==> config.mk <==
export PLATFORM = sky130hd
export DESIGN_NAME = done_desc_gen_flat
export DESIGN_NICKNAME = d
export VERILOG_FILES = /design/src/logic/pcie_prof_pkg.sv /design/src/logic/desc_if.sv /design/src/logic/done_desc_gen.sv /design/src/flat_wrapper.sv
export SDC_FILE = /design/constraint.sdc
export NUM_CORES = 1
export LEC_CHECK = 0
export BUFFER_PORTS_ARGS = -buffer_cell sky130_fd_sc_hd__buf_2
export CORE_AREA = 2 2 184 186
export CTS_BUF_LIST = sky130_fd_sc_hd__clkbuf_8
export DETAILED_ROUTE_END_ITERATION = 6
export DIE_AREA = 0 0 186 188
export PLACE_DENSITY = 0.44
export SYNTH_ARGS = -nofsm -noshare
export SYNTH_HDL_FRONTEND = slang
export SYNTH_SLANG_ARGS = --single-unit
==> constraint.sdc <==
create_clock -name clk -period 6.41 [get_ports clk]
set_input_delay 0.3205 -clock clk [delete_from_list [all_inputs] [get_ports clk]]
set_output_delay 0.3205 -clock clk [all_outputs]
set_load 0.1 [all_outputs]
==> src/logic/pcie_prof_pkg.sv <==
`default_nettype none

package pcie_prof_pkg;

    // host physical address, also used for the immediate data word
    typedef logic [63:0] host_addr_t;

    // descriptor length in dwords
    typedef logic [17:0] dword_cnt_t;

    typedef logic [7:0] desc_id_t;

    // one payload buffer line
    typedef logic [511:0] line_t;

    // statistic counters and request counts
    typedef logic [31:0] count_t;

    // card-side window that holds the payload buffer
    localparam logic [31:0] EP_BASE_ADDR = 32'h0004_0000;

    // payload line offset inside the window
    localparam logic [31:0] BRAM_OFFSET = 32'd0;

    localparam desc_id_t DONE_ID = 8'hFE;
    localparam desc_id_t DATA_ID = 8'h00;

    // successive data descriptors land one page apart in the host ring
    localparam host_addr_t PAGE_BYTES = 64'd4096;

    // start of the host ring is kept free for the done word
    localparam host_addr_t HOST_HDR_BYTES = 64'd64;

    // consecutive ready cycles before the data mover holds a slot
    localparam int READY_HOLD = 3;

endpackage

`default_nettype wire

==> src/logic/desc_if.sv <==
`timescale 1ns/1ns
`default_nettype none

interface desc_if;
    import pcie_prof_pkg::*;

    logic       valid;
    logic       ready;
    host_addr_t dst_addr;
    // source address, or the data word itself for immediate descriptors
    host_addr_t src_data;
    dword_cnt_t nb_dwords;
    logic       immediate;
    desc_id_t   desc_id;

    modport src (output valid, dst_addr, src_data, nb_dwords, immediate, desc_id,
                 input  ready);

    modport dst (input  valid, dst_addr, src_data, nb_dwords, immediate, desc_id,
                 output ready);

    modport mon (input valid, ready, dst_addr, src_data, nb_dwords, immediate, desc_id);

endinterface

`default_nettype wire

==> src/logic/done_desc_gen.sv <==
`timescale 1ns/1ns
`default_nettype none

module done_desc_gen (
    input  logic                      clk,
    input  logic                      rst,
    input  logic                      write_pointer,
    input  pcie_prof_pkg::host_addr_t kmem_addr,
    input  pcie_prof_pkg::count_t     nb_requests,
    input  pcie_prof_pkg::host_addr_t page_offset,
    desc_if.mon                       data_ch,
    desc_if.src                       done_ch
);
    import pcie_prof_pkg::*;

    logic armed;
    logic arm;

    assign arm = write_pointer && data_ch.valid && data_ch.ready;

    always_ff @(posedge clk) begin
        if (rst) begin
            armed <= 1'b0;
        end else if (arm) begin
            armed <= 1'b1;
        end else if (done_ch.valid && done_ch.ready) begin
            armed <= 1'b0;
        end
    end

    // offset and count were advanced by the data acceptance that armed us
    assign done_ch.valid     = armed;
    assign done_ch.dst_addr  = kmem_addr + page_offset;
    assign done_ch.src_data  = {32'h0, nb_requests};
    assign done_ch.nb_dwords = dword_cnt_t'(1);
    assign done_ch.immediate = 1'b1;
    assign done_ch.desc_id   = DONE_ID;

    a_single_arm: assert property (@(posedge clk) disable iff (rst)
        arm |-> !armed)
        else $error("done_desc_gen: data accepted while a done descriptor is pending");

endmodule

`default_nettype wire

==> src/flat_wrapper.sv <==
// flat-port wrapper written by rule: the top's interface ports become plain ports
module done_desc_gen_flat import pcie_prof_pkg::*;
  (clk, rst, write_pointer, kmem_addr, nb_requests, page_offset, data_ch_valid, data_ch_ready, data_ch_dst_addr, data_ch_src_data, data_ch_nb_dwords, data_ch_immediate, data_ch_desc_id, done_ch_valid, done_ch_dst_addr, done_ch_src_data, done_ch_nb_dwords, done_ch_immediate, done_ch_desc_id, done_ch_ready);
  desc_if data_ch_i ();
  desc_if done_ch_i ();
  input  logic clk;
  input  logic rst;
  input  logic write_pointer;
  input  pcie_prof_pkg::host_addr_t kmem_addr;
  input  pcie_prof_pkg::count_t nb_requests;
  input  pcie_prof_pkg::host_addr_t page_offset;
  input wire logic [$bits(data_ch_i.valid)-1:0] data_ch_valid;
  input wire logic [$bits(data_ch_i.ready)-1:0] data_ch_ready;
  input wire logic [$bits(data_ch_i.dst_addr)-1:0] data_ch_dst_addr;
  input wire logic [$bits(data_ch_i.src_data)-1:0] data_ch_src_data;
  input wire logic [$bits(data_ch_i.nb_dwords)-1:0] data_ch_nb_dwords;
  input wire logic [$bits(data_ch_i.immediate)-1:0] data_ch_immediate;
  input wire logic [$bits(data_ch_i.desc_id)-1:0] data_ch_desc_id;
  output wire logic [$bits(done_ch_i.valid)-1:0] done_ch_valid;
  output wire logic [$bits(done_ch_i.dst_addr)-1:0] done_ch_dst_addr;
  output wire logic [$bits(done_ch_i.src_data)-1:0] done_ch_src_data;
  output wire logic [$bits(done_ch_i.nb_dwords)-1:0] done_ch_nb_dwords;
  output wire logic [$bits(done_ch_i.immediate)-1:0] done_ch_immediate;
  output wire logic [$bits(done_ch_i.desc_id)-1:0] done_ch_desc_id;
  input wire logic [$bits(done_ch_i.ready)-1:0] done_ch_ready;
  assign data_ch_i.valid = data_ch_valid;
  assign data_ch_i.ready = data_ch_ready;
  assign data_ch_i.dst_addr = data_ch_dst_addr;
  assign data_ch_i.src_data = data_ch_src_data;
  assign data_ch_i.nb_dwords = data_ch_nb_dwords;
  assign data_ch_i.immediate = data_ch_immediate;
  assign data_ch_i.desc_id = data_ch_desc_id;
  assign done_ch_valid = done_ch_i.valid;
  assign done_ch_dst_addr = done_ch_i.dst_addr;
  assign done_ch_src_data = done_ch_i.src_data;
  assign done_ch_nb_dwords = done_ch_i.nb_dwords;
  assign done_ch_immediate = done_ch_i.immediate;
  assign done_ch_desc_id = done_ch_i.desc_id;
  assign done_ch_i.ready = done_ch_ready;
  done_desc_gen u_core (.clk(clk), .rst(rst), .write_pointer(write_pointer), .kmem_addr(kmem_addr), .nb_requests(nb_requests), .page_offset(page_offset), .data_ch(data_ch_i), .done_ch(done_ch_i));
endmodule
==> results.md <==
- Status: finished clean
- Flop2flop setup slack: 5.86 ns
- Setup crit end: done_ch_dst_addr[60]
- Die Area: 35,000 um2
- DR pass1 iterations: 5
- Final #Nets: 1,202
- Final GP Congestion: around 0.86
- Final period util: between 60% and 70%
- Largest cells by area after synthesis: ha_1, buf_4, a21oi_1
- Row Count: 67
- Share of the synthesized area in the top cell type: 16.8%
- Synth area leader: ha_1
- Post-synth EDFFs: 0
- Power Total: 1440 uW
- RR Startpoint: u_core.done_ch.valid
- Reg2Reg Depth: 2
- Crit end category: output port
- RSZ-0062 raised after global routing: no
- Final hold slack: 0.457 ns
- Largest net degree at the start of global routing: 13
- Ys Warns: 0
- Hold-fix buffers at CTS: 0
- Final setup fails: 0
- Crit-path slowest cell: buf_2
- Post-synth cell types: 67
- Resize count post-CTS: 0
- Critical path's largest stage delay: 0.50 ns
- CP Max Fanout: 4
- Yosys reg bits: 1
- Worst setup margin: 2.23 ns
- CP Class: input pin to output port
- Reg-to-Reg End: u_core.done_ch.valid
- Setup_tns: 0 ns
- HPWL after DPL: 18,700 um
- Maximum vdd drop: between 0.1 and 0.15 mV
- Final Core Density: 17.1%
- Startpoint types: input pin
- Crit path top cell by count: buf_2
- Sequence of cells on the critical path: buf_2 -> ha_1 -> fa_1 -> a211oi_1 -> o21ai_1 -> a21oi_2 -> a2111oi_4 -> o21ai_2 -> a31oi_2 -> a311o_1 -> a21o_1 -> o311ai_1 -> buf_2
- Via Count: between 5,000 and 6,000
- Vias in the first global route: 5,043
- Initial DRC Count: 272
- Tot GR Track Use: approximately 11%
- Buffers added on ports: slightly below 200
- Sw power: 1170 uW
- # fillers: about 3,900
- First-pass GRT wire length: 29,800 um
- Seq/Total Area, Yosys: 0.426%
- Pre-CTS setup slack: between 2 and 2.5 ns
- Comb pwr share: 99.5%
- Hold Violations, Final: 0
- Leak: 0.00269 uW
- Worst Skew: 0 ns
- Die height: 188 um
- Final wirelength: 20,700 um
- Clk pin slew, worst setup/hold paths: 0 ns
- Initial antenna violation count: 11
- PwrDens: around 250 nW/um2
- Slew Viols, Final: 0
- Clock network fraction of total power: 0%
- Initial Util: 14.2%
- Primary FF master, synth: dfxtp_1
- Die X: 186 um
- Reg power frac: 0.5%
- DR WL/cell: 16.3 um
- Cell-internal power: 273 uW
- Mean Syn Cell Area: 6.93 um2
- Crit. Startpoint: kmem_addr[0]
- Max reg flops: 1
- Synth-to-Final Area Change: 20.8%
- Critical Path RT: 6.09 ns
- CP arrival: 3.86 ns
- Slew headroom: 51.3%
- Ports: 477
- Core box area: 33,100 um2
- Cell count after synthesis: 678
- Hold Crit Class: flip-flop to flip-flop
- Skew-Pair Late Insertion Delay: 0 ns
- Worst-margin pin slew: between 0.7 and 0.8 ns
- Overflow left after global routing: 0
- DRC: 0
- Synth Cell Area: 4700 um2
- Net Sw Frac: 81.0%
- Vias per cell: 4.13
- Max-cap violations: 0
- Tmin final: 4.18 ns
- Peak Freq: 239 MHz
- Share of cells above drive strength 1: 27.2%
- Synth cell count leaders: buf_4, a21oi_1, ha_1, nor2_1, nand2_1
- Asr flop ratio synth: 0%
- Top-count cell post-synth: buf_4
- Remaining antenna violation count after routing: 0
- Setup bufs post-CTS: 0
-- how the worst min path moves through the flow --
stage	slack (ns)	cells after the start	startpoint	endpoint
global route	0.50	2	u_core.done_ch.valid	u_core.done_ch.valid
CTS	0.46	2	u_core.done_ch.valid	u_core.done_ch.valid
floorplan	0.39	1	rst	u_core.done_ch.valid
finish	0.46	2	u_core.done_ch.valid	u_core.done_ch.valid
global placement	0.46	2	u_core.done_ch.valid	u_core.done_ch.valid
detailed placement	0.46	2	u_core.done_ch.valid	u_core.done_ch.valid
-- per-layer routing --
metal / routed length (um) / vias to the layer above / GRT usage, %
li1: - / 2602 / -
met1: 9270 / 2327 / 14.7
met2: 8380 / 249 / 16.8
met3: 2560 / 36 / 4.84
met4: 354 / 16 / 1.64
met5: 103 / - / 0
-- worst max-delay path, delay by kind of cell --
family	cells	cell delay (ns)
AOI/OAI and AO/OA	9	2.26
adders and majority gates	2	0.66
buffers and inverters	2	0.60
-- cell type report --
class,count,area [um2],share of cell area [%]
multi-input cells,593,4010,70.6
well taps,448,561,9.88
flip-flops and latches,1,20.0,0.353
diodes,4,10.0,0.176
inverters,23,86.3,1.52
repair buffers,198,991,17.5
-- power by group through the flow --
stage                     logic (uW)  registers (uW)  clock network [uW]
after detailed placement        1440            6.71                   0
after CTS                       1440            6.72                   0
after global placement          1440            6.69                   0
after global routing            1510            6.74                   0
final                           1430            6.71           0.0000835
after floorplan                 1300            8.42                   0
-- layout by cell type (no fill, tap or decap), drive strengths merged, types with 2 or more instances in the layout --
master   netlist  layout
a2111oi        3       3
a211oi        14      14
a21o          35      35
a21oi         75      75
a221oi         3       3
a311oi         2       2
a31o           3       3
a31oi         12      12
and2           3       3
and3           7       7
and4           5       5
buf           98     198
conb           2      59
diode          0       4
ha            63      63
inv           23      23
nand2         47      47
nand2b         9       9
nand3         16      16
nand4         14      14
nor2          49      49
nor2b          4       4
nor3           6       6
nor4b          3       3
o211ai         5       5
o21a           7       7
o21ai         47      47
o21bai        14      14
o221ai         3       3
o311ai         3       3
or2            2       2
or3            4       4
or4            3       3
xnor2         40      40
xor2          17      17
-- metrics by stage --
stage,instances,cell area (um2)
after floorplan,735,4910
after global placement,1263,5660
after detailed placement,1263,5660
after CTS,1263,5660
after global routing,1263,5660
final,1267,5670
-- cell families after synthesis --
kind of cell | Yosys count | share of synthesized area, %
compound gates | 239 | 34.5
buf+inv | 141 | 18.8
xor+xnor | 57 | 10.6
fa+ha+maj | 64 | 17.2
flops | 1 | 0.426
other cells | 2 | 0.160
simple gates | 174 | 18.3
Note: power is estimated with default switching activity, not from simulation.
