==> config.mk <==
export PLATFORM = sky130hd
export DESIGN_NAME = data_desc_gen_flat
export DESIGN_NICKNAME = d
export VERILOG_FILES = /design/src/logic/pcie_prof_pkg.sv /design/src/logic/desc_if.sv /design/src/logic/data_desc_gen.sv /design/src/flat_wrapper.sv
export SDC_FILE = /design/constraint.sdc
export NUM_CORES = 1
export LEC_CHECK = 0
export BUFFER_PORTS_ARGS = -buffer_cell sky130_fd_sc_hd__buf_4
export CAP_MARGIN = 10
export CORE_AREA = 2 2 224 226
export CTS_CLUSTER_DIAMETER = 60
export DETAILED_ROUTE_END_ITERATION = 10
export DIE_AREA = 0 0 226 228
export SETUP_SLACK_MARGIN = 0.5
export SLEW_MARGIN = 5
export SYNTH_ARGS = -nofsm -noshare
export SYNTH_HDL_FRONTEND = slang
export SYNTH_SLANG_ARGS = --single-unit
==> constraint.sdc <==
create_clock -name clk -period 14.46 [get_ports clk]
set_input_delay 1.446 -clock clk [delete_from_list [all_inputs] [get_ports clk]]
set_output_delay 1.446 -clock clk [all_outputs]
set_load 0.01 [all_outputs]
==> src/logic/pcie_prof_pkg.sv <==
`default_nettype none

package pcie_prof_pkg;

    // host physical address, also used for the immediate data word
    typedef logic [63:0] host_addr_t;

    // descriptor length in dwords
    typedef logic [17:0] dword_cnt_t;

    typedef logic [7:0] desc_id_t;

    // one payload buffer line
    typedef logic [511:0] line_t;

    // statistic counters and request counts
    typedef logic [31:0] count_t;

    // card-side window that holds the payload buffer
    localparam logic [31:0] EP_BASE_ADDR = 32'h0004_0000;

    // payload line offset inside the window
    localparam logic [31:0] BRAM_OFFSET = 32'd0;

    localparam desc_id_t DONE_ID = 8'hFE;
    localparam desc_id_t DATA_ID = 8'h00;

    // successive data descriptors land one page apart in the host ring
    localparam host_addr_t PAGE_BYTES = 64'd4096;

    // start of the host ring is kept free for the done word
    localparam host_addr_t HOST_HDR_BYTES = 64'd64;

    // consecutive ready cycles before the data mover holds a slot
    localparam int READY_HOLD = 3;

endpackage

`default_nettype wire

==> src/logic/desc_if.sv <==
`timescale 1ns/1ns
`default_nettype none

interface desc_if;
    import pcie_prof_pkg::*;

    logic       valid;
    logic       ready;
    host_addr_t dst_addr;
    // source address, or the data word itself for immediate descriptors
    host_addr_t src_data;
    dword_cnt_t nb_dwords;
    logic       immediate;
    desc_id_t   desc_id;

    modport src (output valid, dst_addr, src_data, nb_dwords, immediate, desc_id,
                 input  ready);

    modport dst (input  valid, dst_addr, src_data, nb_dwords, immediate, desc_id,
                 output ready);

    modport mon (input valid, ready, dst_addr, src_data, nb_dwords, immediate, desc_id);

endinterface

`default_nettype wire

==> src/logic/data_desc_gen.sv <==
`timescale 1ns/1ns
`default_nettype none

module data_desc_gen (
    input  logic                      clk,
    input  logic                      rst,
    input  logic                      start,
    input  logic                      write_pointer,
    input  pcie_prof_pkg::count_t     target_nb_requests,
    input  pcie_prof_pkg::count_t     req_size,
    input  logic [30:0]               rb_size,
    input  pcie_prof_pkg::host_addr_t kmem_addr,
    output pcie_prof_pkg::count_t     nb_requests,
    output pcie_prof_pkg::host_addr_t page_offset,
    output logic                      run_busy,
    desc_if.src                       data_ch,
    desc_if.mon                       done_ch
);
    import pcie_prof_pkg::*;

    typedef enum logic [1:0] {
        st_idle,
        st_offer,
        st_wait_done
    } state_t;

    state_t     state;
    host_addr_t req_bytes;
    host_addr_t ring_bytes;
    host_addr_t next_offset;
    logic       data_acc;
    logic       done_acc;

    assign data_acc = data_ch.valid && data_ch.ready;
    assign done_acc = done_ch.valid && done_ch.ready;

    // ring size comes in 64-byte lines, request size in dwords
    assign req_bytes  = host_addr_t'({req_size, 2'b00});
    assign ring_bytes = host_addr_t'({rb_size, 6'd0});

    // back to the ring start when the next transfer would run past the end
    assign next_offset = (page_offset + PAGE_BYTES + req_bytes > ring_bytes) ?
                         '0 : page_offset + PAGE_BYTES;

    always_ff @(posedge clk) begin
        if (rst) begin
            state       <= st_idle;
            nb_requests <= '0;
            page_offset <= '0;
        end else begin
            case (state)
                st_idle: begin
                    if (start) begin
                        nb_requests <= '0;
                        page_offset <= '0;
                        if (target_nb_requests != '0) begin
                            state <= st_offer;
                        end
                    end
                end
                st_offer: begin
                    if (data_acc) begin
                        nb_requests <= nb_requests + 1'b1;
                        page_offset <= next_offset;
                        if (write_pointer) begin
                            state <= st_wait_done;
                        end else if (nb_requests + 1'b1 == target_nb_requests) begin
                            state <= st_idle;
                        end
                    end
                end
                st_wait_done: begin
                    // count is already advanced here
                    if (done_acc) begin
                        if (nb_requests == target_nb_requests) begin
                            state <= st_idle;
                        end else begin
                            state <= st_offer;
                        end
                    end
                end
                default: state <= st_idle;
            endcase
        end
    end

    assign run_busy = (state != st_idle);

    assign data_ch.valid     = (state == st_offer);
    assign data_ch.dst_addr  = kmem_addr + HOST_HDR_BYTES + page_offset;
    assign data_ch.src_data  = {32'h0, EP_BASE_ADDR + {BRAM_OFFSET[25:0], 6'd0}};
    assign data_ch.nb_dwords = dword_cnt_t'(req_size);
    assign data_ch.immediate = 1'b0;
    assign data_ch.desc_id   = DATA_ID;

    a_valid_held: assert property (@(posedge clk) disable iff (rst)
        data_ch.valid && !data_ch.ready |=> data_ch.valid && $stable(data_ch.dst_addr)
            && $stable(data_ch.nb_dwords))
        else $error("data_desc_gen: data descriptor withdrawn or changed before acceptance");

endmodule

`default_nettype wire

==> src/flat_wrapper.sv <==
// flat-port wrapper written by rule: the top's interface ports become plain ports
module data_desc_gen_flat import pcie_prof_pkg::*;
  (clk, rst, start, write_pointer, target_nb_requests, req_size, rb_size, kmem_addr, nb_requests, page_offset, run_busy, data_ch_valid, data_ch_dst_addr, data_ch_src_data, data_ch_nb_dwords, data_ch_immediate, data_ch_desc_id, data_ch_ready, done_ch_valid, done_ch_ready, done_ch_dst_addr, done_ch_src_data, done_ch_nb_dwords, done_ch_immediate, done_ch_desc_id);
  desc_if data_ch_i ();
  desc_if done_ch_i ();
  input  logic clk;
  input  logic rst;
  input  logic start;
  input  logic write_pointer;
  input  pcie_prof_pkg::count_t target_nb_requests;
  input  pcie_prof_pkg::count_t req_size;
  input  logic [30:0] rb_size;
  input  pcie_prof_pkg::host_addr_t kmem_addr;
  output pcie_prof_pkg::count_t nb_requests;
  output pcie_prof_pkg::host_addr_t page_offset;
  output logic run_busy;
  output wire logic [$bits(data_ch_i.valid)-1:0] data_ch_valid;
  output wire logic [$bits(data_ch_i.dst_addr)-1:0] data_ch_dst_addr;
  output wire logic [$bits(data_ch_i.src_data)-1:0] data_ch_src_data;
  output wire logic [$bits(data_ch_i.nb_dwords)-1:0] data_ch_nb_dwords;
  output wire logic [$bits(data_ch_i.immediate)-1:0] data_ch_immediate;
  output wire logic [$bits(data_ch_i.desc_id)-1:0] data_ch_desc_id;
  input wire logic [$bits(data_ch_i.ready)-1:0] data_ch_ready;
  input wire logic [$bits(done_ch_i.valid)-1:0] done_ch_valid;
  input wire logic [$bits(done_ch_i.ready)-1:0] done_ch_ready;
  input wire logic [$bits(done_ch_i.dst_addr)-1:0] done_ch_dst_addr;
  input wire logic [$bits(done_ch_i.src_data)-1:0] done_ch_src_data;
  input wire logic [$bits(done_ch_i.nb_dwords)-1:0] done_ch_nb_dwords;
  input wire logic [$bits(done_ch_i.immediate)-1:0] done_ch_immediate;
  input wire logic [$bits(done_ch_i.desc_id)-1:0] done_ch_desc_id;
  assign data_ch_valid = data_ch_i.valid;
  assign data_ch_dst_addr = data_ch_i.dst_addr;
  assign data_ch_src_data = data_ch_i.src_data;
  assign data_ch_nb_dwords = data_ch_i.nb_dwords;
  assign data_ch_immediate = data_ch_i.immediate;
  assign data_ch_desc_id = data_ch_i.desc_id;
  assign data_ch_i.ready = data_ch_ready;
  assign done_ch_i.valid = done_ch_valid;
  assign done_ch_i.ready = done_ch_ready;
  assign done_ch_i.dst_addr = done_ch_dst_addr;
  assign done_ch_i.src_data = done_ch_src_data;
  assign done_ch_i.nb_dwords = done_ch_nb_dwords;
  assign done_ch_i.immediate = done_ch_immediate;
  assign done_ch_i.desc_id = done_ch_desc_id;
  data_desc_gen u_core (.clk(clk), .rst(rst), .start(start), .write_pointer(write_pointer), .target_nb_requests(target_nb_requests), .req_size(req_size), .rb_size(rb_size), .kmem_addr(kmem_addr), .nb_requests(nb_requests), .page_offset(page_offset), .run_busy(run_busy), .data_ch(data_ch_i), .done_ch(done_ch_i));
endmodule
==> results by group <==
Layout
  – Fillers: 5,255
  – Seq. cell area: 1720 um^2
  – Final Util: 0.329
  – Area Overhead vs Synth: 21.9%
  – Layout Cells excl Fill: 2,736
  – Nets@finish: 2,545
  – Share of cells above drive strength 1: 0.197
  – Multi-input logic area: 10,600 um^2

Clock network
  – Hold buffers post-CTS: 0
  – Root Driver: clkbuf_16
  – Clock H-tree levels: 3
  – Clock Latency Late Sink: 0.35 ns
  – Post_cts resized: 0
  – Clock transition at path regs: 0.07 ns
  – Postcts setup bufs: 0
  – Clock Sinks: 86
  – Deepest clock path buffer count: 2
  – CTS tree: done
  – CTS buffer count: 9

Logic synthesis
  – Yosys top cell area share: 0.156
  – Synth top cells by count: ha_1 (166), nand2_1 (163), a21oi_1 (145), nor2_1 (121), xnor2_1 (120)
  – Flops & latches, synth: 86
  – Number of synthesized flops with an enable pin: 0
  – Leading area contributor after synthesis: ha_1
  – Count leader, synth: ha_1
  – Post-synthesis area per instance: 7.39 um^2
  – Sequential-to-total area share from yosys stat: 0.129
  – YS warnings: 0
  – Cells after Synth: 1,801
  – Area contributors post-synth: ha_1 (16%), dfxtp_1 (13%), xnor2_1 (7.9%)
  – Main synth FF type: dfxtp_1
  – Cell area after synthesis: 13,300 um^2
  – Unique masters post-synth: 81
  – Asr flop ratio synth: 0

Timing
  – Fin Setup TNS: 0 ns
  – Final period util: 0.617
  – Max Freq: 0.112 GHz
  – Worst slew pin tran: 0.967 ns
  – Slew headroom: 0.339
  – Clk_skew: 0.0154 ns
  – Max Slew Vio Count: 0
  – RSZ-0062 raised after global routing: false
  – Final setup viols: 0
  – Tmin final: 8.92 ns
  – Hold Vio Cnt, Final: 0

Place
  – Placed Cells: 2,719
  – GPL Wtd Cong: 0.972
  – HPWL Detailed: 43,200 um
  – Port bufs: 329

Setup path
  – CP required: 14.73 ns
  – Crit path launch type: register
  – Critical Path AT: 9.19 ns
  – Reg2reg start: u_core.page_offset[12]
  – Crit path from: u_core.page_offset[12]
  – CP max FO: 23
  – CP endpoint kind: register
  – Critical path type: reg -> reg

Detailed routing
  – Residual DRC: 0
  – DRT Pass-1 Iters: 5
  – Wire per inst: 19.2 um
  – Routed vias/inst: 5.18
  – DR iter-0 viols: 948
  – Detail Route Antenna Nets: 0
  – Total Wirelength: 52,500 um
  – Detailed-route via count: 14,200

Global route
  – Largest net degree at the start of global routing: 63
  – First-pass GRT wire length: 78,000 um
  – Initial antenna violation count: 9
  – Total GRT Usage: 0.194
  – Vias in the first global route: 13,500
  – Total congestion overflow: 0

Floorplanning
  – FP Rows: 82
  – IO Pins: 574
  – Initial Util: 0.270
  – Die Wd: 226 um
  – Die height: 228 um
  – Floorplan core area: 49,300 um^2
  – Die ar.: 51,500 um^2

Power and ir drop
  – Leak: 0.00749 uW
  – Maximum VDD drop: 0.0498 mV
  – PwrDens: 42.7 nW/um^2

Worst hold path
  – Min-delay src: u_core.state[0]
  – Path type of the worst min-delay path: reg -> reg

Run
  – Max cap viols: 0

Outcome
  – Status: finished, final reports clean
-- report_power, final --
part | switching [uW] | internal, uW | total (uW)
Clock | 107 | 137 | 243
Sequential | 1.41 | 237 | 239
Combinational | 120 | 91.0 | 211
Total | 228 | 465 | 694
-- area by class of cell --
class                      instances  share of cell area
inverter                          65              0.0150
multi-input combinational       1558               0.653
timing repair buffer             338               0.156
clock inverter                     4             0.00301
clock buffer                      10              0.0147
antenna                            3            0.000463
sequential                        86               0.106
tap                              672              0.0518
-- kinds of logic (layout without fill, tap and decap cells) --
logic type	after synthesis	after routing	synth area share
flip-flops	86	86	0.129
buffers and inverters	242	417	0.100
XOR/XNOR	196	196	0.129
other	2	90	0.000564
multiplexers	7	7	0.00545
adder cells (fa/ha/maj)	166	166	0.156
AND/OR/NAND/NOR	675	675	0.268
AO/OA/AOI/OAI	427	427	0.211
-- sequential cells by signal, indices dropped and copies added, names as in the netlist --
signal	cells
u_core.page_offset	52
u_core.nb_requests	32
u_core.state	2
-- path summary, 6_finish.rpt --
check | endpoint | slack (ns) | depth (start not counted)
max reg2reg | u_core.page_offset[42] | 5.54 | 25
max | u_core.page_offset[42] | 5.54 | 25
min reg2reg | u_core.state[0] | 0.51 | 1
min | u_core.state[0] | 0.51 | 1
-- per-layer routing --
layer	part of all wire	track usage	vias up
met5	0.0013	0	-
met4	0.029	0.0639	12
met3	0.089	0.0529	81
met2	0.45	0.316	586
met1	0.43	0.247	6616
li1	-	-	6885
-- cell usage in the layout, fill, tap and decap left out, types with 8 or more instances in the layout --
cell type  instances
buf_4            338
ha_1             166
nand2_1          163
a21oi_1          144
nor2_1           121
xnor2_1          120
nand3_1           93
conb_1            87
dfxtp_1           86
xor2_1            76
nand4_1           73
inv_1             65
a21o_1            58
o21ai_0           58
nor3_1            45
nor4_1            35
nand2b_1          21
and3_1            20
and4_1            18
a21oi_2           18
o21a_1            17
a31oi_1           15
and2_1            15
nor2b_1           13
a211oi_1          12
or3_1             12
or2_2             10
o21bai_1           9
clkbuf_16          9
o31ai_1            8
o211ai_1           8
a22oi_1            8
-- stage by stage --
step / area [um^2] / setup WS, ns / hold WS, ns / total power [uW]
6_report: 16200 / 5.54 / 0.515 / 694
5_1_grt: 16200 / 4.91 / 0.566 / 727
4_1_cts: 16200 / 5.45 / 0.507 / 700
3_5_place_dp: 15900 / 5.41 / 0.492 / 454
3_3_place_gp: 15900 / 5.56 / 0.482 / 452
2_1_floorplan: 13600 / 8.01 / 0.460 / 376
-- critical path: stages (launching register included) --
cell and delay [ns]:
dfxtp_1 0.49, ha_1 0.27, nand3_1 0.20, nor3_1 0.60, xor2_1 0.24, ha_1 0.29, nor2_1 0.16, nand3_1 0.11
nor4_1 0.60, nor4_1 0.15, a211oi_1 0.58, o21ai_0 0.15, buf_4 0.20, xnor2_1 0.20, ha_1 0.28, a21o_1 0.17
a21o_1 0.19, a2111oi_0 0.77, o21ai_0 0.17, a2111oi_0 0.86, o21ai_0 0.28, nor4_1 0.44, nand4_1 0.20, nor4_4 0.36
nand4_4 0.55, a21oi_1 0.28
No activity file was read; power rests on OpenSTA's default activity.
