===== src/logic/pcie_prof_pkg.sv =====
`default_nettype none

package pcie_prof_pkg;

    // host physical address, also used for the immediate data word
    typedef logic [63:0] host_addr_t;

    // descriptor length in dwords
    typedef logic [17:0] dword_cnt_t;

    typedef logic [7:0] desc_id_t;

    // one payload buffer line
    typedef logic [511:0] line_t;

    // statistic counters and request counts
    typedef logic [31:0] count_t;

    // card-side window that holds the payload buffer
    localparam logic [31:0] EP_BASE_ADDR = 32'h0004_0000;

    // payload line offset inside the window
    localparam logic [31:0] BRAM_OFFSET = 32'd0;

    localparam desc_id_t DONE_ID = 8'hFE;
    localparam desc_id_t DATA_ID = 8'h00;

    // successive data descriptors land one page apart in the host ring
    localparam host_addr_t PAGE_BYTES = 64'd4096;

    // start of the host ring is kept free for the done word
    localparam host_addr_t HOST_HDR_BYTES = 64'd64;

    // consecutive ready cycles before the data mover holds a slot
    localparam int READY_HOLD = 3;

endpackage

`default_nettype wire


===== src/logic/desc_if.sv =====
`timescale 1ns/1ns
`default_nettype none

interface desc_if;
    import pcie_prof_pkg::*;

    logic       valid;
    logic       ready;
    host_addr_t dst_addr;
    // source address, or the data word itself for immediate descriptors
    host_addr_t src_data;
    dword_cnt_t nb_dwords;
    logic       immediate;
    desc_id_t   desc_id;

    modport src (output valid, dst_addr, src_data, nb_dwords, immediate, desc_id,
                 input  ready);

    modport dst (input  valid, dst_addr, src_data, nb_dwords, immediate, desc_id,
                 output ready);

    modport mon (input valid, ready, dst_addr, src_data, nb_dwords, immediate, desc_id);

endinterface

`default_nettype wire


===== src/logic/desc_issuer.sv =====
`timescale 1ns/1ns
`default_nettype none

module desc_issuer (
    input  logic                      clk,
    input  logic                      rst,
    desc_if.dst                       data_ch,
    desc_if.dst                       done_ch,
    output logic                      wrdm_desc_valid,
    input  logic                      wrdm_desc_ready,
    output pcie_prof_pkg::host_addr_t wrdm_desc_dst_addr,
    output pcie_prof_pkg::host_addr_t wrdm_desc_src_data,
    output pcie_prof_pkg::dword_cnt_t wrdm_desc_nb_dwords,
    output logic                      wrdm_desc_immediate,
    output pcie_prof_pkg::desc_id_t   wrdm_desc_id,
    input  logic                      run_busy_in,
    output pcie_prof_pkg::count_t     dma_queue_full_cnt,
    output pcie_prof_pkg::count_t     transmit_cycles
);
    import pcie_prof_pkg::*;

    // ready seen in the previous READY_HOLD-1 cycles
    logic [READY_HOLD-2:0] ready_hist;
    logic                  hold_ok;
    logic                  held;
    logic                  sel_done;
    logic                  offer_q;
    logic                  pending;
    logic                  capture;
    logic                  run_busy_q;

    assign hold_ok = wrdm_desc_ready && (&ready_hist);
    assign capture = !held && (done_ch.valid || data_ch.valid);

    // ready may drop in the same cycle as the offer, so gate it here
    assign wrdm_desc_valid = offer_q && wrdm_desc_ready;

    // a channel only sees ready when the data mover takes its descriptor
    assign data_ch.ready = wrdm_desc_valid && !sel_done;
    assign done_ch.ready = wrdm_desc_valid && sel_done;

    always_ff @(posedge clk) begin
        if (rst) begin
            ready_hist <= '0;
        end else begin
            ready_hist <= {ready_hist[READY_HOLD-3:0], wrdm_desc_ready};
        end
    end

    always_ff @(posedge clk) begin
        if (rst) begin
            held     <= 1'b0;
            sel_done <= 1'b0;
            offer_q  <= 1'b0;
            pending  <= 1'b0;
        end else begin
            offer_q <= 1'b0;
            if (held) begin
                if (wrdm_desc_valid) begin
                    held    <= 1'b0;
                    pending <= 1'b0;
                end else if (offer_q) begin
                    // missed the slot, keep the descriptor for a retry
                    pending <= 1'b1;
                end else if (pending && hold_ok) begin
                    offer_q <= 1'b1;
                    pending <= 1'b0;
                end
            end else if (capture) begin
                held     <= 1'b1;
                sel_done <= done_ch.valid;
                if (hold_ok) begin
                    offer_q <= 1'b1;
                end else begin
                    pending <= 1'b1;
                end
            end
        end
    end

    // done has priority so each data is followed by its done
    always_ff @(posedge clk) begin
        if (capture) begin
            if (done_ch.valid) begin
                wrdm_desc_dst_addr  <= done_ch.dst_addr;
                wrdm_desc_src_data  <= done_ch.src_data;
                wrdm_desc_nb_dwords <= done_ch.nb_dwords;
                wrdm_desc_immediate <= done_ch.immediate;
                wrdm_desc_id        <= done_ch.desc_id;
            end else begin
                wrdm_desc_dst_addr  <= data_ch.dst_addr;
                wrdm_desc_src_data  <= data_ch.src_data;
                wrdm_desc_nb_dwords <= data_ch.nb_dwords;
                wrdm_desc_immediate <= data_ch.immediate;
                wrdm_desc_id        <= data_ch.desc_id;
            end
        end
    end

    always_ff @(posedge clk) begin
        if (rst) begin
            dma_queue_full_cnt <= '0;
            transmit_cycles    <= '0;
            run_busy_q         <= 1'b0;
        end else begin
            run_busy_q <= run_busy_in;
            if (held && !wrdm_desc_valid) begin
                dma_queue_full_cnt <= dma_queue_full_cnt + 1'b1;
            end
            // a new run starts counting from its first busy cycle
            if (run_busy_in && !run_busy_q) begin
                transmit_cycles <= count_t'(1);
            end else if (run_busy_in) begin
                transmit_cycles <= transmit_cycles + 1'b1;
            end
        end
    end

    a_ready_hold: assert property (@(posedge clk) disable iff (rst)
        wrdm_desc_valid |-> $past(wrdm_desc_ready, 1) && $past(wrdm_desc_ready, 2))
        else $error("desc_issuer: descriptor offered without three ready cycles");

endmodule

`default_nettype wire


===== src/flat_wrapper.sv =====
// flat-port wrapper written by rule: the top's interface ports become plain ports
module desc_issuer_flat import pcie_prof_pkg::*;
  (clk, rst, wrdm_desc_valid, wrdm_desc_ready, wrdm_desc_dst_addr, wrdm_desc_src_data, wrdm_desc_nb_dwords, wrdm_desc_immediate, wrdm_desc_id, run_busy_in, dma_queue_full_cnt, transmit_cycles, data_ch_valid, data_ch_dst_addr, data_ch_src_data, data_ch_nb_dwords, data_ch_immediate, data_ch_desc_id, data_ch_ready, done_ch_valid, done_ch_dst_addr, done_ch_src_data, done_ch_nb_dwords, done_ch_immediate, done_ch_desc_id, done_ch_ready);
  desc_if data_ch_i ();
  desc_if done_ch_i ();
  input  logic clk;
  input  logic rst;
  output logic wrdm_desc_valid;
  input  logic wrdm_desc_ready;
  output pcie_prof_pkg::host_addr_t wrdm_desc_dst_addr;
  output pcie_prof_pkg::host_addr_t wrdm_desc_src_data;
  output pcie_prof_pkg::dword_cnt_t wrdm_desc_nb_dwords;
  output logic wrdm_desc_immediate;
  output pcie_prof_pkg::desc_id_t wrdm_desc_id;
  input  logic run_busy_in;
  output pcie_prof_pkg::count_t dma_queue_full_cnt;
  output pcie_prof_pkg::count_t transmit_cycles;
  input wire logic [$bits(data_ch_i.valid)-1:0] data_ch_valid;
  input wire logic [$bits(data_ch_i.dst_addr)-1:0] data_ch_dst_addr;
  input wire logic [$bits(data_ch_i.src_data)-1:0] data_ch_src_data;
  input wire logic [$bits(data_ch_i.nb_dwords)-1:0] data_ch_nb_dwords;
  input wire logic [$bits(data_ch_i.immediate)-1:0] data_ch_immediate;
  input wire logic [$bits(data_ch_i.desc_id)-1:0] data_ch_desc_id;
  output wire logic [$bits(data_ch_i.ready)-1:0] data_ch_ready;
  input wire logic [$bits(done_ch_i.valid)-1:0] done_ch_valid;
  input wire logic [$bits(done_ch_i.dst_addr)-1:0] done_ch_dst_addr;
  input wire logic [$bits(done_ch_i.src_data)-1:0] done_ch_src_data;
  input wire logic [$bits(done_ch_i.nb_dwords)-1:0] done_ch_nb_dwords;
  input wire logic [$bits(done_ch_i.immediate)-1:0] done_ch_immediate;
  input wire logic [$bits(done_ch_i.desc_id)-1:0] done_ch_desc_id;
  output wire logic [$bits(done_ch_i.ready)-1:0] done_ch_ready;
  assign data_ch_i.valid = data_ch_valid;
  assign data_ch_i.dst_addr = data_ch_dst_addr;
  assign data_ch_i.src_data = data_ch_src_data;
  assign data_ch_i.nb_dwords = data_ch_nb_dwords;
  assign data_ch_i.immediate = data_ch_immediate;
  assign data_ch_i.desc_id = data_ch_desc_id;
  assign data_ch_ready = data_ch_i.ready;
  assign done_ch_i.valid = done_ch_valid;
  assign done_ch_i.dst_addr = done_ch_dst_addr;
  assign done_ch_i.src_data = done_ch_src_data;
  assign done_ch_i.nb_dwords = done_ch_nb_dwords;
  assign done_ch_i.immediate = done_ch_immediate;
  assign done_ch_i.desc_id = done_ch_desc_id;
  assign done_ch_ready = done_ch_i.ready;
  desc_issuer u_core (.clk(clk), .rst(rst), .data_ch(data_ch_i), .done_ch(done_ch_i), .wrdm_desc_valid(wrdm_desc_valid), .wrdm_desc_ready(wrdm_desc_ready), .wrdm_desc_dst_addr(wrdm_desc_dst_addr), .wrdm_desc_src_data(wrdm_desc_src_data), .wrdm_desc_nb_dwords(wrdm_desc_nb_dwords), .wrdm_desc_immediate(wrdm_desc_immediate), .wrdm_desc_id(wrdm_desc_id), .run_busy_in(run_busy_in), .dma_queue_full_cnt(dma_queue_full_cnt), .transmit_cycles(transmit_cycles));
endmodule

===== config.mk =====
export PLATFORM = sky130hd
export DESIGN_NAME = desc_issuer_flat
export DESIGN_NICKNAME = d
export VERILOG_FILES = /design/src/logic/pcie_prof_pkg.sv /design/src/logic/desc_if.sv /design/src/logic/desc_issuer.sv /design/src/flat_wrapper.sv
export SDC_FILE = /design/constraint.sdc
export NUM_CORES = 1
export LEC_CHECK = 0
export ABC_CLOCK_PERIOD_IN_PS = 10900
export BUFFER_PORTS_ARGS = -buffer_cell sky130_fd_sc_hd__buf_2
export CAP_MARGIN = 20
export CORE_AREA = 5 5 207 209
export CTS_BUF_LIST = sky130_fd_sc_hd__clkbuf_4 sky130_fd_sc_hd__clkbuf_8
export CTS_CLUSTER_DIAMETER = 30
export DETAILED_ROUTE_END_ITERATION = 8
export DIE_AREA = 0 0 212 214
export PLACE_DENSITY = 0.57
export SETUP_SLACK_MARGIN = 0.5
export SLEW_MARGIN = 20
export SYNTH_ARGS = -nofsm -noshare
export SYNTH_HDL_FRONTEND = slang
export SYNTH_SLANG_ARGS = --single-unit

===== constraint.sdc =====
create_clock -name clk -period 10.9 [get_ports clk]
set_input_delay 0.545 -clock clk [delete_from_list [all_inputs] [get_ports clk]]
set_output_delay 0.545 -clock clk [all_outputs]
set_load 0.03 [all_outputs]

==> results of run 1 <==
==> per-stage QoR <==
stage,hold WS [ps],instance area (µm²),std cells
after global routing,218.6,14620,1889
after floorplan,438.8,9854,731
final,272.0,14630,1893
after global placement,451.7,13090,1765
after detailed placement,458.2,13090,1765
after CTS,200.9,14610,1887
==> path summary, 6_finish.rpt <==
| kind | end | slack (ps) | cells past startpoint |
|---|---|---|---|
| max | u_core.wrdm_desc_nb_dwords[6]$_DFFE_PP_ | 8010 | 4 |
| min | u_core.wrdm_desc_dst_addr[14]$_DFFE_PP_ | 270 | 2 |
| max reg2reg | u_core.wrdm_desc_nb_dwords[6]$_DFFE_PP_ | 8240 | 3 |
| min reg2reg | u_core.transmit_cycles[31]$_SDFFE_PP0P_ | 460 | 2 |
==> sequential cells by signal, indices dropped and copies added (netlist names) <==
register / cells
u_core.wrdm_desc_dst_addr: 64
u_core.wrdm_desc_src_data: 64
u_core.dma_queue_full_cnt: 32
u_core.transmit_cycles: 32
u_core.wrdm_desc_nb_dwords: 18
u_core.wrdm_desc_id: 8
u_core.ready_hist: 2
u_core.held: 1
u_core.offer_q: 1
u_core.pending: 1
u_core.run_busy_q: 1
u_core.sel_done: 1
u_core.wrdm_desc_immediate: 1
==> final cells by class <==
| class | count | share of cell area (%) |
|---|---|---|
| Sequential cell | 226 | 41.54 |
| Multi-Input combinational cell | 456 | 24.52 |
| Timing Repair Buffer | 540 | 18.57 |
| Clock buffer | 92 | 8.016 |
| Tap cell | 532 | 4.551 |
| Clock inverter | 30 | 2.378 |
| Inverter | 11 | 0.3165 |
| Antenna cell | 6 | 0.1027 |
==> per-layer routing <==
metal  track usage [%]  vias to the layer above
met1             17.38                     4023
li1                  -                     3976
met2             27.14                      362
met3             5.165                       73
met5                 0                        -
met4             6.420                        2
==> cell families (layout without fill, tap and decap cells) <==
kind of cell	count (synthesis)	in the layout
mux	166	166
compound gates	79	79
flops	226	226
buf+inv	49	673
fa+ha+maj	2	2
xor+xnor	17	17
simple gates	192	192
other cells	0	6
==> synth_stat cells (3+ instances only) <==
cell / number
and3_1: 9
clkbuf_1: 24
xnor2_1: 4
a21oi_1: 39
mux2i_1: 3
and4_1: 7
and2_1: 3
inv_1: 11
xor2_1: 13
dfxtp_1: 71
edfxtp_1: 155
nor2b_1: 11
or4_1: 24
nand4_1: 18
or3_1: 13
nand2b_1: 4
nand3_1: 20
nor2_1: 29
buf_1: 9
nor4_1: 12
mux2_2: 163
o21ai_0: 13
buf_2: 3
nand2_1: 36
o31ai_1: 20
==> power groups by stage <==
| stage | Sequential [mW] | Combinational (mW) | Clock (mW) |
|---|---|---|---|
| finish | 1.01 | 0.347 | 1.32 |
| floorplan | 1.15 | 0.0836 | 0 |
| global route | 1.02 | 0.365 | 1.41 |
| global placement | 1.03 | 0.349 | 0 |
| CTS | 1.02 | 0.353 | 1.36 |
| detailed placement | 1.03 | 0.351 | 0 |
==> impl_metrics.toml, run 1 <==
[pwr]
switching_share_pct = 26.25
peakVddDrop_mv = 0.09885
p_leak_nw = 6.180
total_power_mw = 2.684
p_int_mw = 1.980
seqPwrFrac_pct = 37.8
power_density_mw_per_mm2 = 183.5
switchingPower_mw = 0.7046
clockPowerShare_pct = 49.3
pwr-share-comb_pct = 12.9

[floorplanning]
fp.dieH_um = 214
io_pins = 538
start_util_pct = 24.24
die_w_um = 212
row_count = 74
die-area_mm2 = 0.04537
core_area_mm2 = 0.04065

[worst_setup_path]
startpoint_type = "primary input"
path_cells = "buf_6 -> o21bai_1 -> inv_6 -> buf_4"
critical_path_class = "primary input to flop"
worst_ep_arrival_time_ps = 3060
r2r-start = "u_core.held$_SDFF_PP0_"
path_delay_family = "buffers and inverters"
cp.buffers_inverters = 3
slowest_delay_ps = 830
cp-end-kind = "flop"
cp-startpoint = "done_ch_valid"
cp_data_required_time_ps = 11070
cp_slowest_cell = "buf_4"
crit_fanout = 83

[timing]
drv_slew = 0
worst_pin_slew_ps = 1022
fin_crit_ps = 2888
fmax_mhz = 346.3
rsz0062_at_grt = "no"
finalSetupViolCount = 0
fin_tns_setup_ps = 0
postLayoutSetupSlackWorst_ps = 8012
skew_ps = 18.53
slew_headroom_pct = 31.87
fin_crit_sh_pct = 26.50
hold_viol_final = 0

[yosys]
synthMuxAreaShare_pct = 18.93
synthFlopType = "edfxtp_1"
synth_area_mm2 = 0.009854
yosys-top-cells-area = "edfxtp_1 47%, mux2_2 19%, dfxtp_1 14%, a21oi_1 2.0%, or4_1 1.8%"
syn_inst = 731
ys_types = 39
synth_top_area_share_pct = 47.23
synth.avg_cell_area_um2 = 13.48
synthAdderAreaFrac_pct = 0.2539
synth-edff-count = 155
async_flop_share_pct = 0
ys.warnings.count = 0
yosys_register_bits = 226
synth_xor_area_share_pct = 1.511
synth_compound_area_share_pct = 4.711
post-synth-top-area-cell = "edfxtp_1"
synth_simple_gate_area_share_pct = 10.98
synth_top_family_by_area = "multiplexers"
yosysSeqAreaShare_pct = 61.66
synth.net_count = 1049

[clock_tree]
cts_made_buffers = 67
htree_levels = 3
clock_latency_ps = 580
clockBufferDepth = 3
cts_tree = "yes"
cts.clk_slew.worst_paths_ps = 60
cts_hold_buf = 0
postCtsSetupRepairBufs = 0
cts_sinks = 226
post_cts_resized = 0
root_buffer = "clkbuf_8"

[cells_and_area]
final_cell_mix = "536 x buf_2, 163 x mux2_2, 155 x edfxtp_1"
nets = 1620
final_common_cell = "buf_2"
fillers = 4106
seq_area_mm2 = 0.006076
syn_to_final_growth_pct = 48.41
fin_util_pct = 35.98
multi_input_area_mm2 = 0.003586
drive_gt1_share_pct = 60.89

[detailed_routing]
wl_met1_mm = 14.15
finalWirelength_mm = 37.86
ant_nets = 0
wl_met3_mm = 3.374
vias_per_cell = 4.456
drc = 0
wl_met2_mm = 19.01
top_layer_used = "met5"
drt_iter0_drc = 381
post_drt_wl_per_cell_um = 20.00
drt_pass1_iterations = 4
vias = 8436

[run_status]
status = "finished, final reports clean"

[min_path]
min_path_type = "primary input to flop"
min_from = "data_ch_dst_addr[14]"

[job]
drv_cap = 0

[global_routing]
grt_max_degree = 84
grt_overflow = 0
grt_antenna_before_repair = 6
first_global_vias = 8467
grt_pass1_wl_mm = 53.52
grt_use_total_pct = 15.57

[placed_design]
dp_hpwl_mm = 29.01
gp_congestion = 0.8657
place_ws_ps = 7444
portBuffers = 537
(Power assumes the default switching activity.)
==> run 2: changes to the inputs <==
ABC_CLOCK_PERIOD_IN_PS = 2700   (was 10900)
CORE_AREA = 5 5 203 205   (was 5 5 207 209)
DIE_AREA = 0 0 208 210   (was 0 0 212 214)
PLACE_DENSITY = 0.58   (was 0.57)
clock period = 2.7 ns   (was 10.9 ns; I/O delays follow)
==> run 2 against run 1 <==
First-iteration DRC count rose by 20%. Via count rose by 15%. Clock-buffer cell count fell by 26. Core utilization rose by 8.9 points. Cell count rose by 16%. Register-to-register slack got worse by 7700 ps. Highest routed layer is now met4.
==> impl_metrics.toml, run 2 (synthesis results as in run 1) <==
[run_status]
status = "finished, final reports clean"

[worst_setup_path]
cp.buffers_inverters = 0
slowest_delay_ps = 840
path_delay_family = "simple AND/OR/NAND/NOR gates"
cp_slowest_cell = "or4b_2"
path_cells = "nand4_2 -> or4b_2 -> or3_1 -> a21oi_1"
worst_ep_arrival_time_ps = 2650
startpoint_type = "flop"
cp_data_required_time_ps = 3230
crit_fanout = 8
critical_path_class = "flop to flop"
cp-end-kind = "flop"

[placed_design]
gp_congestion = 0.8851
dpl_cell_area_mm2 = 0.01315
dp_cells = 1762
portBuffers = 537
dp_hpwl_mm = 27.12
place_ws_ps = 389.2

[detailed_routing]
drt_iter0_drc = 459
drc = 0
finalWirelength_mm = 40.78
ant_nets = 0
drt_pass1_iterations = 4
post_drt_wl_per_cell_um = 18.63
vias = 9719
vias_per_cell = 4.440

[pwr]
switchingPower_mw = 2.865
p_leak_nw = 7.377
total_power_mw = 10.49
pwr-share-comb_pct = 18.0
switching_share_pct = 27.31
clockPowerShare_pct = 43.2
peakVddDrop_mv = 0.3898
p_int_mw = 7.626
seqPwrFrac_pct = 38.8
power_density_mw_per_mm2 = 595.8

[floorplanning]
io_pins = 538
die-area_mm2 = 0.04368
die_w_um = 208
row_count = 73
fp.dieH_um = 210
core_area_mm2 = 0.03928
start_util_pct = 25.09

[cells_and_area]
fin_area_mm2 = 0.01761
reg.largest.list = "u_core.wrdm_desc_dst_addr (64), u_core.wrdm_desc_src_data (64)"
fin_util_pct = 44.83
syn_to_final_growth_pct = 78.68
nets = 1932
final_cell_mix = "536 x buf_2, 314 x dlygate4sd3_1, 163 x mux2_2"
final_common_cell = "buf_2"
drive_gt1_share_pct = 49.49
layout.cells.non_filler = 2189

[timing]
skew_ps = 25.67
finalSetupViolCount = 0
worst_pin_slew_ps = 961.9
slew_headroom_pct = 35.87
fmax_mhz = 471.1
fin_crit_sh_pct = 78.62
rsz0062_at_grt = "yes"
drv_slew = 0
hold_viol_final = 0
postLayoutSetupSlackWorst_ps = 577.4
fin_crit_ps = 2123

[clock_tree]
cts_made_buffers = 57
cts.clk_slew.worst_paths_ps = 50
clockBufferDepth = 3
root_buffer = "clkbuf_8"
clock_latency_ps = 610
cts_sinks = 226
cts_tree = "yes"
htree_levels = 2

[job]
drv_cap = 0

[global_routing]
first_global_vias = 10240
grt_antenna_before_repair = 3
grt_max_degree = 157
grt_overflow = 0
grt_use_total_pct = 17.61
grt_pass1_wl_mm = 60.65

[min_path]
min_path_type = "primary input to flop"
## run 2: worst reg2reg max path, stage by stage, from the launching register on
cell     delay (ps)
dfxtp_1         450
nand4_2         230
or4b_2          840
or3_1           380
a21oi_1         140
## run 2: final timing paths
kind                                                from                                       to  slack [ps]  depth (start not counted)
hold / removal                                       rst             u_core.run_busy_q$_SDFF_PP0_         120                          3
setup / recovery  u_core.transmit_cycles[3]$_SDFFE_PP0P_  u_core.transmit_cycles[26]$_SDFFE_PP0P_         580                          4
setup reg to reg  u_core.transmit_cycles[3]$_SDFFE_PP0P_  u_core.transmit_cycles[26]$_SDFFE_PP0P_         580                          4
hold reg to reg          u_core.ready_hist[0]$_SDFF_PP0_          u_core.ready_hist[1]$_SDFF_PP0_         470                          1
## run 2: layout make-up
| cell class | instances | area, µm² |
|---|---|---|
| diodes | 3 | 7.507 |
| clock inverters | 40 | 380.4 |
| flip-flops and latches | 226 | 6080 |
| inverters | 11 | 45.04 |
| clock buffers | 66 | 870.8 |
| repair buffers | 861 | 5937 |
| fillers | 3566 | 21670 |
| well taps | 525 | 656.9 |
| multi-input cells | 457 | 3631 |
## run 2: through the flow
stage,TNS (ps),hold WS [ps]
CTS,0,33.18
finish,0,115.7
global route,0,114.1
floorplan,-78720,263.2
global placement,0,421.1
detailed placement,0,419.2
## run 2: layer usage
layer | vias up | GRT usage [%] | wire (µm)
met2 | 410 | 30.80 | 20640
li1 | 4596 | - | -
met4 | 0 | 9.604 | 2033
met3 | 103 | 5.373 | 2810
met5 | - | 0 | 0
met1 | 4610 | 19.20 | 15300
## run 2: power groups by stage
stage	Combinational [mW]	Clock, mW	Sequential [mW]
after floorplan	0.341	0	4.62
final	1.89	4.53	4.07
after global placement	1.43	0	4.13
after global routing	1.98	4.87	4.09
after CTS	1.88	4.68	4.07
after detailed placement	1.44	0	4.14
## run 2: what timing repair did
action / in CTS / in global routing
gates cloned: 0 / 1
hold buffers: 314 / 0
resized for setup: 1 / 6
pin swaps: 0 / 0
endpoints found under the setup margin: 6 / 22
setup buffers: 0 / 3
endpoints found under the hold margin: 167 / 0
